`config.mk`:
```
export PLATFORM = sky130hd
export DESIGN_NAME = fetchUnit
export DESIGN_NICKNAME = d
export VERILOG_FILES = /design/src/hdl/fetchPkg.sv /design/src/hdl/fetchUnit.sv /design/src/hdl/fetchPort.sv /design/src/hdl/programCounter.sv /design/src/hdl/branchDecoder.sv /design/src/hdl/phaseSequencer.sv
export SDC_FILE = /design/constraint.sdc
export NUM_CORES = 1
export LEC_CHECK = 0
export BUFFER_PORTS_ARGS = -buffer_cell sky130_fd_sc_hd__buf_2
export CAP_MARGIN = 20
export CORE_MARGIN = 2
export CORE_UTILIZATION = 55
export CTS_BUF_LIST = sky130_fd_sc_hd__clkbuf_16
export DETAILED_ROUTE_END_ITERATION = 16
export PLACE_DENSITY = 0.78
export SETUP_SLACK_MARGIN = 0.1
export SYNTH_ARGS = -nofsm -noshare
export SYNTH_HDL_FRONTEND = slang
export SYNTH_SLANG_ARGS = --single-unit
```
`constraint.sdc`:
```
create_clock -name CLK -period 4.65 [get_ports CLK]
set_input_delay 0.2325 -clock CLK [delete_from_list [all_inputs] [get_ports CLK]]
set_output_delay 0.2325 -clock CLK [all_outputs]
set_load 0.05 [all_outputs]
```
`src/hdl/fetchPkg.sv`:
```
//********************
// Fetch unit package
// Opcodes, phases, PC control encodings and fixed addresses
//********************
package fetchPkg;

	localparam int ADDR_W = 16;

	// Interrupt vectors
	localparam logic [ADDR_W-1:0] INTV0 = 16'h0004;
	localparam logic [ADDR_W-1:0] INTV1 = 16'h0008;

	// First FETCH adds 2 and lands on 0x0000
	localparam logic [ADDR_W-1:0] PC_RESET = 16'hFFFE;
	localparam logic [15:0] NOP_WORD = 16'h0000;

	// Opcode in bits 15..12 of the instruction word
	typedef enum logic [3:0] {
		OP_NOP  = 4'h0,
		OP_JMP  = 4'h1,
		OP_JR   = 4'h2,
		OP_JREG = 4'h3,
		OP_RETI = 4'h4
	} opcode_t;

	typedef enum logic [1:0] {
		FETCH   = 2'd0,
		DECODE  = 2'd1,
		EXECUTE = 2'd2,
		COMMIT  = 2'd3
	} phase_t;

	// Adder base select
	typedef enum logic [1:0] {
		BASE_PC   = 2'd0,
		BASE_REGB = 2'd1,
		BASE_ZERO = 2'd2
	} pcBase_t;

	// Adder offset select
	typedef enum logic [1:0] {
		OFF_ZERO = 2'd0,
		OFF_TWO  = 2'd1,
		OFF_FOUR = 2'd2,
		OFF_IMM  = 2'd3
	} pcOffset_t;

	// Next address source
	typedef enum logic [2:0] {
		NEXT_SUM   = 3'd0,
		NEXT_INTV0 = 3'd1,
		NEXT_INTV1 = 3'd2,
		NEXT_INTR0 = 3'd3,
		NEXT_INTR1 = 3'd4
	} pcNext_t;

	typedef struct packed {
		pcBase_t           base;
		pcOffset_t         offset;
		pcNext_t           nextSel;
		logic [ADDR_W-1:0] imm;
		logic              ldInt0;
		logic              ldInt1;
	} pcControl_t;

	// Debug breakpoint command, load is a single cycle pulse
	typedef struct packed {
		logic              load;
		logic              enable;
		logic [ADDR_W-1:0] addr;
	} bkpCmd_t;

endpackage
```
`src/hdl/fetchUnit.sv`:
```
//********************
// Instruction fetch unit
// Sequencer, decoder, program counter and fetch port
//********************
`timescale 1ns/1ps

module fetchUnit import fetchPkg::*; (
	input  logic        CLK,
	input  logic        RESET,
	input  logic        run,
	input  logic        irq0,
	input  logic        irq1,
	input  logic [15:0] regB,
	input  logic [15:0] instrData,
	input  bkpCmd_t     bkpCmd,
	output logic [15:0] memAddr,
	output logic        memRead,
	output logic [15:0] here,
	output logic        atBkp,
	output logic        intAck0,
	output logic        intAck1,
	output phase_t      phase
);

	logic              pcEnable;
	logic [15:0]       instrReg;
	logic [ADDR_W-1:0] pcAddr;
	pcControl_t        ctrl;

	phaseSequencer u_phaseSequencer (
		.CLK      (CLK),
		.RESET    (RESET),
		.run      (run),
		.atBkp    (atBkp),
		.phase    (phase),
		.pcEnable (pcEnable)
	);

	branchDecoder u_branchDecoder (
		.CLK      (CLK),
		.RESET    (RESET),
		.phase    (phase),
		.pcEnable (pcEnable),
		.instrReg (instrReg),
		.irq0     (irq0),
		.irq1     (irq1),
		.ctrl     (ctrl),
		.intAck0  (intAck0),
		.intAck1  (intAck1)
	);

	programCounter u_programCounter (
		.CLK      (CLK),
		.RESET    (RESET),
		.pcEnable (pcEnable),
		.phase    (phase),
		.ctrl     (ctrl),
		.regB     (regB),
		.bkpCmd   (bkpCmd),
		.pcAddr   (pcAddr),
		.here     (here),
		.atBkp    (atBkp)
	);

	fetchPort u_fetchPort (
		.CLK       (CLK),
		.RESET     (RESET),
		.phase     (phase),
		.pcAddr    (pcAddr),
		.instrData (instrData),
		.memAddr   (memAddr),
		.memRead   (memRead),
		.instrReg  (instrReg)
	);

endmodule

```
`src/hdl/fetchPort.sv`:
```
//********************
// Fetch port
// Memory read in DECODE and instruction register latch
//********************
`timescale 1ns/1ps

module fetchPort import fetchPkg::*; (
	input  logic        CLK,
	input  logic        RESET,
	input  phase_t      phase,
	input  logic [15:0] pcAddr,
	input  logic [15:0] instrData,
	output logic [15:0] memAddr,
	output logic        memRead,
	output logic [15:0] instrReg
);

	logic readPhase;

	assign readPhase = (phase == DECODE);

	// PC is already updated at the end of FETCH
	assign memAddr = pcAddr;
	assign memRead = readPhase;

	// Memory answers in the same cycle, so capture at the end of DECODE
	always_ff @(posedge CLK or posedge RESET) begin
		if (RESET) begin
			instrReg <= NOP_WORD;
		end else if (readPhase) begin
			instrReg <= instrData;
		end
	end

endmodule

```
`src/hdl/programCounter.sv`:
```
//********************
// Program counter
// Next address adder, PC, here, interrupt returns, breakpoint
//********************
`timescale 1ns/1ps

module programCounter import fetchPkg::*; (
	input  logic        CLK,
	input  logic        RESET,
	input  logic        pcEnable,
	input  phase_t      phase,
	input  pcControl_t  ctrl,
	input  logic [15:0] regB,
	input  bkpCmd_t     bkpCmd,
	output logic [15:0] pcAddr,
	output logic [15:0] here,
	output logic        atBkp
);

	logic [ADDR_W-1:0] argA;
	logic [ADDR_W-1:0] argB;
	logic [ADDR_W-1:0] sum;
	logic [ADDR_W-1:0] nextAddr;
	logic [ADDR_W-1:0] intr0;
	logic [ADDR_W-1:0] intr1;
	logic [ADDR_W-1:0] bkpAddr;
	logic              bkpActive;

	// Offset and base muxes into the adder
	always_comb begin
		case (ctrl.offset)
			OFF_ZERO: argA = '0;
			OFF_TWO:  argA = 16'h0002;
			OFF_FOUR: argA = 16'h0004;
			default:  argA = ctrl.imm;
		endcase

		case (ctrl.base)
			BASE_REGB: argB = regB;
			BASE_ZERO: argB = '0;
			default:   argB = pcAddr;
		endcase

		sum = argA + argB;
	end

	always_comb begin
		case (ctrl.nextSel)
			NEXT_INTV0: nextAddr = INTV0;
			NEXT_INTV1: nextAddr = INTV1;
			NEXT_INTR0: nextAddr = intr0;
			NEXT_INTR1: nextAddr = intr1;
			default:    nextAddr = sum;
		endcase
	end

	// Return addresses, sum is PC+2 when an interrupt is taken
	always_ff @(posedge CLK or posedge RESET) begin
		if (RESET) begin
			intr0 <= '0;
			intr1 <= '0;
		end else if (pcEnable) begin
			if (ctrl.ldInt0) begin
				intr0 <= sum;
			end
			if (ctrl.ldInt1) begin
				intr1 <= sum;
			end
		end
	end

	always_ff @(posedge CLK or posedge RESET) begin
		if (RESET) begin
			pcAddr <= PC_RESET;
			here <= '0;
		end else if (pcEnable) begin
			pcAddr <= nextAddr;
			here <= nextAddr + 16'h0002;
		end
	end

	// Breakpoint register
	always_ff @(posedge CLK or posedge RESET) begin
		if (RESET) begin
			bkpAddr <= '0;
			bkpActive <= 1'b0;
		end else if (bkpCmd.load) begin
			bkpAddr <= bkpCmd.addr;
			bkpActive <= bkpCmd.enable;
		end
	end

	// Compare the upcoming address in COMMIT, stops before the PC loads it
	always_ff @(posedge CLK or posedge RESET) begin
		if (RESET) begin
			atBkp <= 1'b0;
		end else if (bkpCmd.load) begin
			atBkp <= 1'b0;
		end else if (phase == COMMIT) begin
			atBkp <= bkpActive && (nextAddr == bkpAddr);
		end
	end

endmodule

```
`src/hdl/branchDecoder.sv`:
```
//********************
// Branch decoder
// Instruction word and interrupt requests to PC control
//********************
`timescale 1ns/1ps

module branchDecoder import fetchPkg::*; (
	input  logic        CLK,
	input  logic        RESET,
	input  phase_t      phase,
	input  logic        pcEnable,
	input  logic [15:0] instrReg,
	input  logic        irq0,
	input  logic        irq1,
	output pcControl_t  ctrl,
	output logic        intAck0,
	output logic        intAck1
);

	opcode_t     op;
	logic [11:0] immField;
	logic        irq0Smp;
	logic        irq1Smp;
	logic        inSvc0;
	logic        inSvc1;
	logic        take0;
	logic        take1;
	logic        clr0;
	logic        clr1;

	assign op = opcode_t'(instrReg[15:12]);
	assign immField = instrReg[11:0];

	// Requests sampled with the instruction word, keeps ctrl steady until FETCH
	always_ff @(posedge CLK or posedge RESET) begin
		if (RESET) begin
			irq0Smp <= 1'b0;
			irq1Smp <= 1'b0;
		end else if (phase == DECODE) begin
			irq0Smp <= irq0;
			irq1Smp <= irq1;
		end
	end

	always_comb begin
		ctrl = '{base: BASE_PC, offset: OFF_TWO, nextSel: NEXT_SUM,
			imm: '0, ldInt0: 1'b0, ldInt1: 1'b0};
		take0 = 1'b0;
		take1 = 1'b0;
		clr0 = 1'b0;
		clr1 = 1'b0;
		case (op)
			OP_JMP: begin
				// Absolute, word address doubled
				ctrl.base = BASE_ZERO;
				ctrl.offset = OFF_IMM;
				ctrl.imm = {3'b000, immField, 1'b0};
			end
			OP_JR: begin
				ctrl.offset = OFF_IMM;
				ctrl.imm = {{3{immField[11]}}, immField, 1'b0};
			end
			OP_JREG: begin
				ctrl.base = BASE_REGB;
				ctrl.offset = OFF_ZERO;
			end
			OP_RETI: begin
				// Inner handler is always INT0 when both are in service
				if (inSvc0) begin
					ctrl.nextSel = NEXT_INTR0;
					clr0 = 1'b1;
				end else begin
					ctrl.nextSel = NEXT_INTR1;
					clr1 = 1'b1;
				end
			end
			default: begin
				// NOP and unused opcodes, interrupts may be taken here
				if (irq0Smp && !inSvc0) begin
					take0 = 1'b1;
					ctrl.nextSel = NEXT_INTV0;
					ctrl.ldInt0 = 1'b1;
				end else if (irq1Smp && !inSvc0 && !inSvc1) begin
					take1 = 1'b1;
					ctrl.nextSel = NEXT_INTV1;
					ctrl.ldInt1 = 1'b1;
				end
			end
		endcase
	end

	assign intAck0 = take0 && pcEnable;
	assign intAck1 = take1 && pcEnable;

	// In-service flags
	always_ff @(posedge CLK or posedge RESET) begin
		if (RESET) begin
			inSvc0 <= 1'b0;
			inSvc1 <= 1'b0;
		end else if (pcEnable) begin
			if (take0) begin
				inSvc0 <= 1'b1;
			end else if (clr0) begin
				inSvc0 <= 1'b0;
			end
			if (take1) begin
				inSvc1 <= 1'b1;
			end else if (clr1) begin
				inSvc1 <= 1'b0;
			end
		end
	end

endmodule

```
`src/hdl/phaseSequencer.sv`:
```
//********************
// Phase sequencer
// Steps FETCH, DECODE, EXECUTE, COMMIT once per instruction
//********************
`timescale 1ns/1ps

module phaseSequencer import fetchPkg::*; (
	input  logic   CLK,
	input  logic   RESET,
	input  logic   run,
	input  logic   atBkp,
	output phase_t phase,
	output logic   pcEnable
);

	phase_t nextPhase;

	// Leave FETCH only when running and not parked on a breakpoint
	assign pcEnable = (phase == FETCH) && run && !atBkp;

	always_comb begin
		case (phase)
			FETCH: begin
				nextPhase = pcEnable ? DECODE : FETCH;
			end
			DECODE: begin
				nextPhase = EXECUTE;
			end
			EXECUTE: begin
				nextPhase = COMMIT;
			end
			default: begin
				nextPhase = FETCH;
			end
		endcase
	end

	always_ff @(posedge CLK or posedge RESET) begin
		if (RESET) begin
			phase <= FETCH;
		end else begin
			phase <= nextPhase;
		end
	end

endmodule

```
# Word level (Yosys, flattened, before mapping)
# Index checks and enable logic that the tools add are counted.
# word_totals
latchBits	0
out_inout_bits	38
input_bits	55
memories	0
ram_bits	0
wordCells	82
regBits	104
romBits	0
# op_classes
n_reduce_logical	23
n_mux	28
add_sub_neg	2
div	0
n_eq_ne	16
shifts	0
n_bitwise	0
mul	0
n_lt_le_gt_ge	0
# op_table
op	count
16-bit case mux with 2 select lines	2
16-bit case mux with 4 select lines	1
16-bit case mux with 3 select lines	1
16-bit adder	1
16-bit by 2-bit adder with 16-bit output, second input constant	1
16-bit == test	1
1-bit two-way mux	16
2-bit == test, second input constant	4
4-bit by 2-bit == test with 1-bit output, second input constant	2
1-bit logical AND	8
2-bit case mux with 2 select lines	2
2-bit AND reduction	4
2-bit by 1-bit == test with 1-bit output, second input constant	3
3-bit by 2-bit == test with 1-bit output, second input constant	2
3-bit two-way mux	2
2-bit case mux with 3 select lines	1
3-bit case mux with 2 select lines	1
2-bit nonzero test	3
4-bit by 1-bit == test with 1-bit output, second input constant	1
4-bit by 3-bit == test with 1-bit output, second input constant	1
2-bit zero test	2
2-bit two-way mux	2
4-bit OR reduction	1
3-bit by 1-bit == test with 1-bit output, second input constant	1
other kinds (4)	6

# Logic depth before layout (Yosys ltp)
# Gate-level depths: netlist of run 1.
# logic_depth
word_depth	12
ltp_mapped	18
depth_no_buf	16

# By module
# From an unflattened synthesis of run 1, not the netlist that was laid out.
# hier_totals
hier_cells	683
area_unflattened_um2	6627.6
# by_module_without_submodules
mod	instances	cells_per_inst	area_each_um2	seq_area_each_um2
programCounter	1	555	5227.5	2045.7
fetchPort	1	53	787.0	400.4
branchDecoder	1	65	513.0	100.1
phaseSequencer	1	10	100.1	50.0

# Worst setup path after synthesis of run 1
# OpenSTA, ideal clock, no wires.
# synth_path
path_type	reg-to-reg
start	register u_fetchPort.instrReg[15]
end	register u_programCounter.here[14]
synth_period_minus_slack_ns	4.288
t_required_ns	4.558
stages_incl_launch_ff	18
n_path_buf	2
setup_time_ns	0.092
slack_ns	0.362
t_arrival_ns	4.196
cell_sequence	dfrtp_1 > nor2_1 > and3_1 > ha_1 > clkbuf_1 > clkbuf_1 > o21ai_0 > ha_1 > fa_1 > a21o_2 > a221oi_1 > xor2_1 > o22ai_2 > nand3_1 > nor4b_4 > nand3_2 > o21a_1 > o31ai_2
# synth_between
elab_chain_len	8
elab_cells_between_ends	24
cone_classes	add/sub (2); eq/ne (12); mux (7); reduce/logical (3)
# synth_lines
item	line_no	source
from (decl)	fetchPort.sv:15	output logic [15:0] instrReg
from (signal assigned)	fetchPort.sv:31	instrReg <= instrData;
4-bit by 1-bit == test with 1-bit output or 4-bit by 2-bit == test with 1-bit output (tied branches)	branchDecoder.sv:52	case (op)
2-bit OR reduction (no source line)	--	
2-bit case mux with 2 select lines	branchDecoder.sv:52	
2-bit == test (tied with other cells)	programCounter.sv:31	case (ctrl.offset)
16-bit case mux with 3 select lines	programCounter.sv:31	
16-bit adder	programCounter.sv:44	sum = argA + argB;
16-bit case mux with 4 select lines *	programCounter.sv:48	case (ctrl.nextSel)
16-bit by 2-bit adder with 16-bit output *	programCounter.sv:78	here <= nextAddr + 16'h0002;
to (signal assigned)	programCounter.sv:78	
to (decl)	programCounter.sv:16	output logic [15:0] here,
# Mark *: on every way between the ends. The rest lies on a longest branch, timed or not.
# A chain may end at the register's enable or synchronous reset.

# Worst setup path in the final report of run 1
# layout_path
start	register u_fetchPort.instrReg[14]
end	register u_programCounter.here[14]
# The elaborated chain is that of the path after synthesis.

==> results.toml, run 1 <==
[outcome]
status = "finished with violations"
violations = "negative hold slack"

[power]
irDropWorstVdd_v = 0.000460
p_leak_nw = 3.23
powerDensity_mw_per_mm2 = 712
p_sw_frac = 0.478
pwr-share-clk = 0.148
total_power_mw = 5.00
seq_power_share = 0.282
p_sw_mw = 2.39
p_comb_frac = 0.569
internal_power_mw = 2.61

[drt]
drt_iter0_drc = 304
detail-route-antenna-nets = 0
viasPerCell = 5.93
wire_per_inst_um = 19.6
num_vias = 5048
drt_wl_total_um = 16700
first_pass_iters = 5
drc = 0

[cts]
clk_latency_ns = 0.36
cts-root-buf = "clkbuf_16"
path_clk_slew_ns = 0.07
tritoncts = "done"
htreeDepth = 3
cts_hold_buf = 0
clockBufferDepth = 2
numCtsBuffers = 9
clock-sinks = 103

[yosys]
syn_nets = 695
syn_avg_cell_area_um2 = 9.83
ys.warnings.count = 0
synth_top_family_by_area = "compound AO/OA/AOI/OAI gates"
ys.flop_type = "dfrtp_1"
yosys.area_share.simple = 0.170
synth_compound_area_frac = 0.175
synth_edf_count = 0
synthAdderAreaFrac = 0.0423
synth.area.top_cells = "dfrtp_1 36%, mux2_2 8.5%, nand2_1 6.7%"
ys_seq_elements = 103
yosysUniqueCellTypes = 75
yosys-top-cells-count = "108 x nand2_1, 88 x dfrtp_1, 69 x o21ai_0"
async_reset_ff_frac = 1.00
yosysTopAreaCell = "dfrtp_1"
synth_cells = 620
synth.top_cell.area_share = 0.361
synth_mux_area_frac = 0.111
synth_area_mm2 = 0.00609
yosysMostFrequentCell = "nand2_1"
synth_xor_area_frac = 0.0417
yosysSeqAreaShare = 0.426

[sta]
relSlewSlack = 0.370
finalHoldViolCount = 22
final.min_clock_period_ns = 4.26
rsz0062_at_grt = "false"
max_freq_mhz = 235
fin_skew_ns = 0.00708
fin_tns_setup_ns = 0
setup_viol = 0
fin_crit_sh = 0.917
maxSlewViolCount = 0
whs_ns = -0.0164
tightest_slew_ns = 0.945

[worst_setup_path]
crit_family = "compound AO/OA/AOI/OAI gates"
critPathSlowestCell = "ha_1"
critPathKind = "flip-flop to flip-flop"
path_buf_inv = 2
worst_setup_path_end_kind = "flip-flop"
max_stage_delay_ns = 0.56
path_cells = "nor2_2 -> and3_1 -> ha_2 -> buf_4 -> nand2_1 -> o21ai_0 -> ha_1 -> a21oi_1 -> o21ai_0 -> mux2_2 -> a311oi_2 -> buf_4 -> nand2_1 -> o21ai_2 -> nand3_2 -> o21a_1 -> o31ai_2"
worstPathRequired_ns = 4.92
worst-path-max-fanout = 22
start_kind = "flip-flop"
cp.arrival_ns = 4.53

[job]
maxCapViolCount = 0

[floorplan]
initial_core_util = 0.562
die_x_um = 109
fp.dieArea_mm2 = 0.0119
row_count = 38
boundaryPins = 93
die_y_um = 109
core_mm2 = 0.0108

[layout]
n_antenna_cell = 0
fin_nets = 781
area_growth_pct = 15.2
drive_gt1_frac = 0.312
layout.cells.non_filler = 851

[placement]
dp.cells = 832
dpl.hpwl_um = 12500
gp_congestion = 1.03
io_buffers = 92

[global_routing]
grt_use_total = 0.297
gr-total-overflow = 0
grt_max_degree = 58
grt_pass1_vias = 4850
grt_pass1_wl_um = 25900
antenna_found_initial = 0

[min_path]
min_path_type = "primary input to async pin"
==> stage by stage <==
step           setup slack [ns]  area [µm²]   util
3_3_place_gp              0.381        6680  0.616
2_1_floorplan             0.362        6090      -
3_5_place_dp              0.296        6680  0.616
4_1_cts                   0.257        6960  0.642
6_report                  0.386        7020  0.648
5_1_grt                   0.108        7020  0.648
==> routing by layer <==
metal / vias to the layer above / GRT usage / part of all wire
met3: 41 / 0.0472 / 0.071
li1: 2373 / - / -
met1: 2447 / 0.426 / 0.45
met2: 187 / 0.429 / 0.44
met5: - / 0 / 0
met4: 0 / 0.164 / 0.044
==> repair_timing <==
| item | in CTS | in global routing |
|---|---|---|
| resized for setup | 0 | 7 |
| setup endpoints to repair | 0 | 5 |
| buffers inserted | 0 | 3 |
==> power by group through the flow <==
stage	Sequential (mW)	Clock [mW]	Combinational (mW)
2_1_floorplan	1.69	0	1.68
3_3_place_gp	1.41	0	2.69
3_5_place_dp	1.42	0	2.74
4_1_cts	1.41	0.750	2.76
5_1_grt	1.45	0.790	3.03
6_report	1.41	0.740	2.85
==> final cells by class <==
type	instances	area [µm²]
Clock inverter	7	57.6
Timing Repair Buffer	109	588
Multi-Input combinational cell	469	3320
Fill cell	870	3820
Clock buffer	9	225
Sequential cell	103	2600
Tap cell	140	175
Inverter	14	55.1
==> placed cells by master, fill, tap and decap left out, types with 3 or more instances in the layout <==
| master | netlist | final |
|---|---|---|
| a21oi_1 | 13 | 13 |
| and2_1 | 12 | 12 |
| and3_1 | 5 | 5 |
| buf_2 | 4 | 92 |
| buf_4 | 4 | 17 |
| clkbuf_16 | 0 | 9 |
| dfrtp_1 | 88 | 88 |
| dfstp_2 | 15 | 15 |
| ha_1 | 19 | 18 |
| inv_1 | 14 | 15 |
| mux2_2 | 46 | 46 |
| mux2i_1 | 16 | 16 |
| nand2_1 | 108 | 108 |
| nand2b_1 | 5 | 5 |
| nand3_1 | 11 | 11 |
| nand3b_1 | 4 | 4 |
| nand4_1 | 3 | 3 |
| nor2_1 | 30 | 29 |
| nor3_1 | 9 | 8 |
| nor4_1 | 4 | 4 |
| o211ai_1 | 3 | 3 |
| o21a_1 | 3 | 3 |
| o21ai_0 | 69 | 69 |
| o21ai_1 | 6 | 6 |
| o221ai_2 | 3 | 3 |
| o22ai_1 | 7 | 7 |
| or2_2 | 4 | 4 |
| xnor2_1 | 20 | 20 |
| xor2_1 | 9 | 9 |
==> path summary, 6_finish.rpt <==
kind	startpoint	end	slack, ns	cells after the start
hold reg to reg	u_programCounter.here[5]	u_programCounter.here[5]	0.48	2
setup reg to reg	u_fetchPort.instrReg[14]	u_programCounter.here[14]	0.39	17
max in group asynchronous	RESET	u_programCounter.here[13]	3.58	3
min in group CLK	bkpCmd[0]	u_programCounter.bkpAddr[0]	0.10	3
hold / removal	RESET	u_branchDecoder.inSvc1	-0.02	2
setup / recovery	u_fetchPort.instrReg[14]	u_programCounter.here[14]	0.39	17
==> cell families after synthesis <==
logic type / after synthesis
simple gates: 211
compound gates: 147
flops: 103
mux: 62
buf+inv: 48
xor+xnor: 29
fa+ha+maj: 20
==> worst reg2reg max path, cell delays in order (launching register included) <==
cell and delay, ns:
dfrtp_1 0.46, nor2_2 0.18, and3_1 0.22, ha_2 0.35
buf_4 0.22, nand2_1 0.08, o21ai_0 0.09, ha_1 0.56
a21oi_1 0.13, o21ai_0 0.31, mux2_2 0.39, a311oi_2 0.24
buf_4 0.19, nand2_1 0.07, o21ai_2 0.18, nand3_2 0.15
o21a_1 0.20, o31ai_2 0.17
==> flip-flops by register name, summed over array words and instances, names as in the netlist <==
name                        count
u_programCounter.bkpActive      1
u_fetchPort.instrReg           16
u_phaseSequencer.phase          2
u_programCounter.here          16
u_branchDecoder.inSvc0          1
u_branchDecoder.irq0Smp         1
u_programCounter.intr1         16
u_programCounter.pcAddr        15
u_programCounter.intr0         16
u_programCounter.atBkp          1
u_branchDecoder.inSvc1          1
u_branchDecoder.irq1Smp         1
u_programCounter.bkpAddr       16
Note: power is estimated with default switching activity, not from simulation.
==> run 2: changes to the inputs <==
Settings changed: CELL_PAD_IN_SITES_DETAIL_PLACEMENT set to 1, CELL_PAD_IN_SITES_GLOBAL_PLACEMENT set to 2, CORE_UTILIZATION 55 to 36, PLACE_DENSITY 0.78 to not set, PLACE_DENSITY_LB_ADDON set to 0.15.
==> run 2 against run 1 <==
Net effect:
- the run now ends clean
- global-route usage decreased by 7.7 points
- core utilization decreased by 22 points
- critical path type unchanged
- register-to-register slack improved by 0.03 ns
- via count decreased by 1.4%
- cell area increased by 2.1%
- wire length increased by 13%
- setup slack improved by 0.028 ns
- combinational power increased by 2%
- cell count increased by 10%
- sequential cell count unchanged
==> results.toml, run 2 (same netlist as run 1, synthesis figures left out) <==
[cts]
cts-root-buf = "clkbuf_16"
clk_latency_ns = 0.36
post_cts_buffers = 0
htreeDepth = 3
clock-sinks = 103
cts_hold_buf = 0
tritoncts = "done"
clockBufferDepth = 2
path_clk_slew_ns = 0.08
numCtsBuffers = 9

[drt]
first_pass_iters = 4
num_vias = 4979
viasPerCell = 5.32
drt_wl_total_um = 18900
drc = 0
wire_per_inst_um = 20.2
drt_iter0_drc = 277
detail-route-antenna-nets = 0

[sta]
fin_crit_sh = 0.911
final.min_clock_period_ns = 4.24
fin_tns_setup_ns = 0
maxSlewViolCount = 0
relSlewSlack = 0.312
rsz0062_at_grt = "false"
fin_skew_ns = 0.00828
finalHoldViolCount = 0
max_freq_mhz = 236
whs_ns = 0.0619
setup_viol = 0
tightest_slew_ns = 1.03

[job]
maxCapViolCount = 0

[power]
powerDensity_mw_per_mm2 = 712
total_power_mw = 5.10
p_leak_nw = 3.26
irDropWorstVdd_v = 0.000297

[global_routing]
antenna_found_initial = 0
grt_use_total = 0.220
use_met1 = 0.316
grt_pass1_wl_um = 30100
grt_pass1_vias = 5323
grt_util_met2 = 0.343
gr-total-overflow = 0
grt_max_degree = 70
busiest_layer = "met2"
use_met3 = 0.0314

[placement]
place_area_mm2 = 0.00684
dp.cells = 920
io_buffers = 92
gp_congestion = 0.932
dpl.hpwl_um = 14500

[worst_setup_path]
critPathKind = "flip-flop to flip-flop"
start_kind = "flip-flop"
cp.arrival_ns = 4.51
worst-path-max-fanout = 21
max_stage_delay_ns = 0.47
worstPathRequired_ns = 4.92
reg2reg_slack_ns = 0.41
critPathSlowestCell = "dfrtp_1"
path_cells = "nor2_2 -> nand3b_1 -> ha_4 -> buf_4 -> o21ai_0 -> ha_1 -> a21o_1 -> a22oi_4 -> nand3_1 -> o31ai_4 -> nand3_2 -> nor4b_4 -> nand3_2 -> o21a_1 -> o31ai_2"
rr_worst_depth = 15
r2r_start = "u_fetchPort.instrReg[14]"
cp.depth = 15
path_buf_inv = 1
crit_family = "compound AO/OA/AOI/OAI gates"
reg2reg_to = "u_programCounter.here[14]"
worst_setup_path_end_kind = "flip-flop"
cp_common_cell = "nand3_2"

[layout]
multiInputGateArea_mm2 = 0.00332
mostFrequentLayoutCells = "108 x nand2_1, 92 x buf_2, 88 x dfrtp_1"
area_growth_pct = 17.6
fin_nets = 786
seqCellArea_mm2 = 0.00260
n_antenna_cell = 0
fill_cells = 1928
drive_gt1_frac = 0.318
final_area_mm2 = 0.00716
layout.cells.non_filler = 936
final_common_cell = "nand2_1"

[floorplan]
initial_core_util = 0.367
die_x_um = 134
die_y_um = 134
fp.dieArea_mm2 = 0.0180
boundaryPins = 93
row_count = 47
core_mm2 = 0.0166

[outcome]
status = "complete, no violations"

[min_path]
min_path_type = "primary input to async pin"
run 2: area by class of cell:
class                   instances  area share
flip-flops and latches        103       0.362
multi-input cells             469       0.463
clock inverters                 7     0.00995
inverters                      14     0.00768
clock buffers                   9      0.0314
repair buffers                114      0.0873
well taps                     220      0.0384
run 2: timing repair:
item,CTS,global route
endpoints found under the setup margin,4,5
pin swaps,0,1
resized for setup,2,3
run 2: how the worst max path moves through the flow:
| stage | startpoint | endpoint | slack, ns |
|---|---|---|---|
| after global routing | u_fetchPort.instrReg[14] | u_programCounter.here[14] | 0.13 |
| after global placement | u_fetchPort.instrReg[14] | u_programCounter.here[15] | 0.10 |
| after detailed placement | u_fetchPort.instrReg[14] | u_programCounter.here[13] | -0.03 |
| final | u_fetchPort.instrReg[14] | u_programCounter.here[14] | 0.41 |
| after CTS | u_fetchPort.instrReg[14] | u_programCounter.here[15] | 0.15 |
| after floorplan | u_fetchPort.instrReg[15] | u_programCounter.here[14] | 0.36 |
run 2: stage by stage:
stage,utilization,setup slack [ns]
floorplan,-,0.362
global placement,0.412,0.102
detailed placement,0.412,-0.0282
CTS,0.431,0.152
global route,0.432,0.125
finish,0.432,0.414
run 2: where the power goes:
group | total, mW | switching [mW] | internal [mW] | leakage (nW)
clock network | 0.779 | 0.360 | 0.419 | 0.142
logic | 2.92 | 1.91 | 1.01 | 1.84
registers | 1.40 | 0.192 | 1.21 | 1.28
total | 5.10 | 2.46 | 2.64 | 3.26
run 2: metal layers:
metal	vias up	wire (µm)
met1	2470	9200
met2	115	8620
li1	2373	-
met5	-	0
met4	0	345
met3	21	719
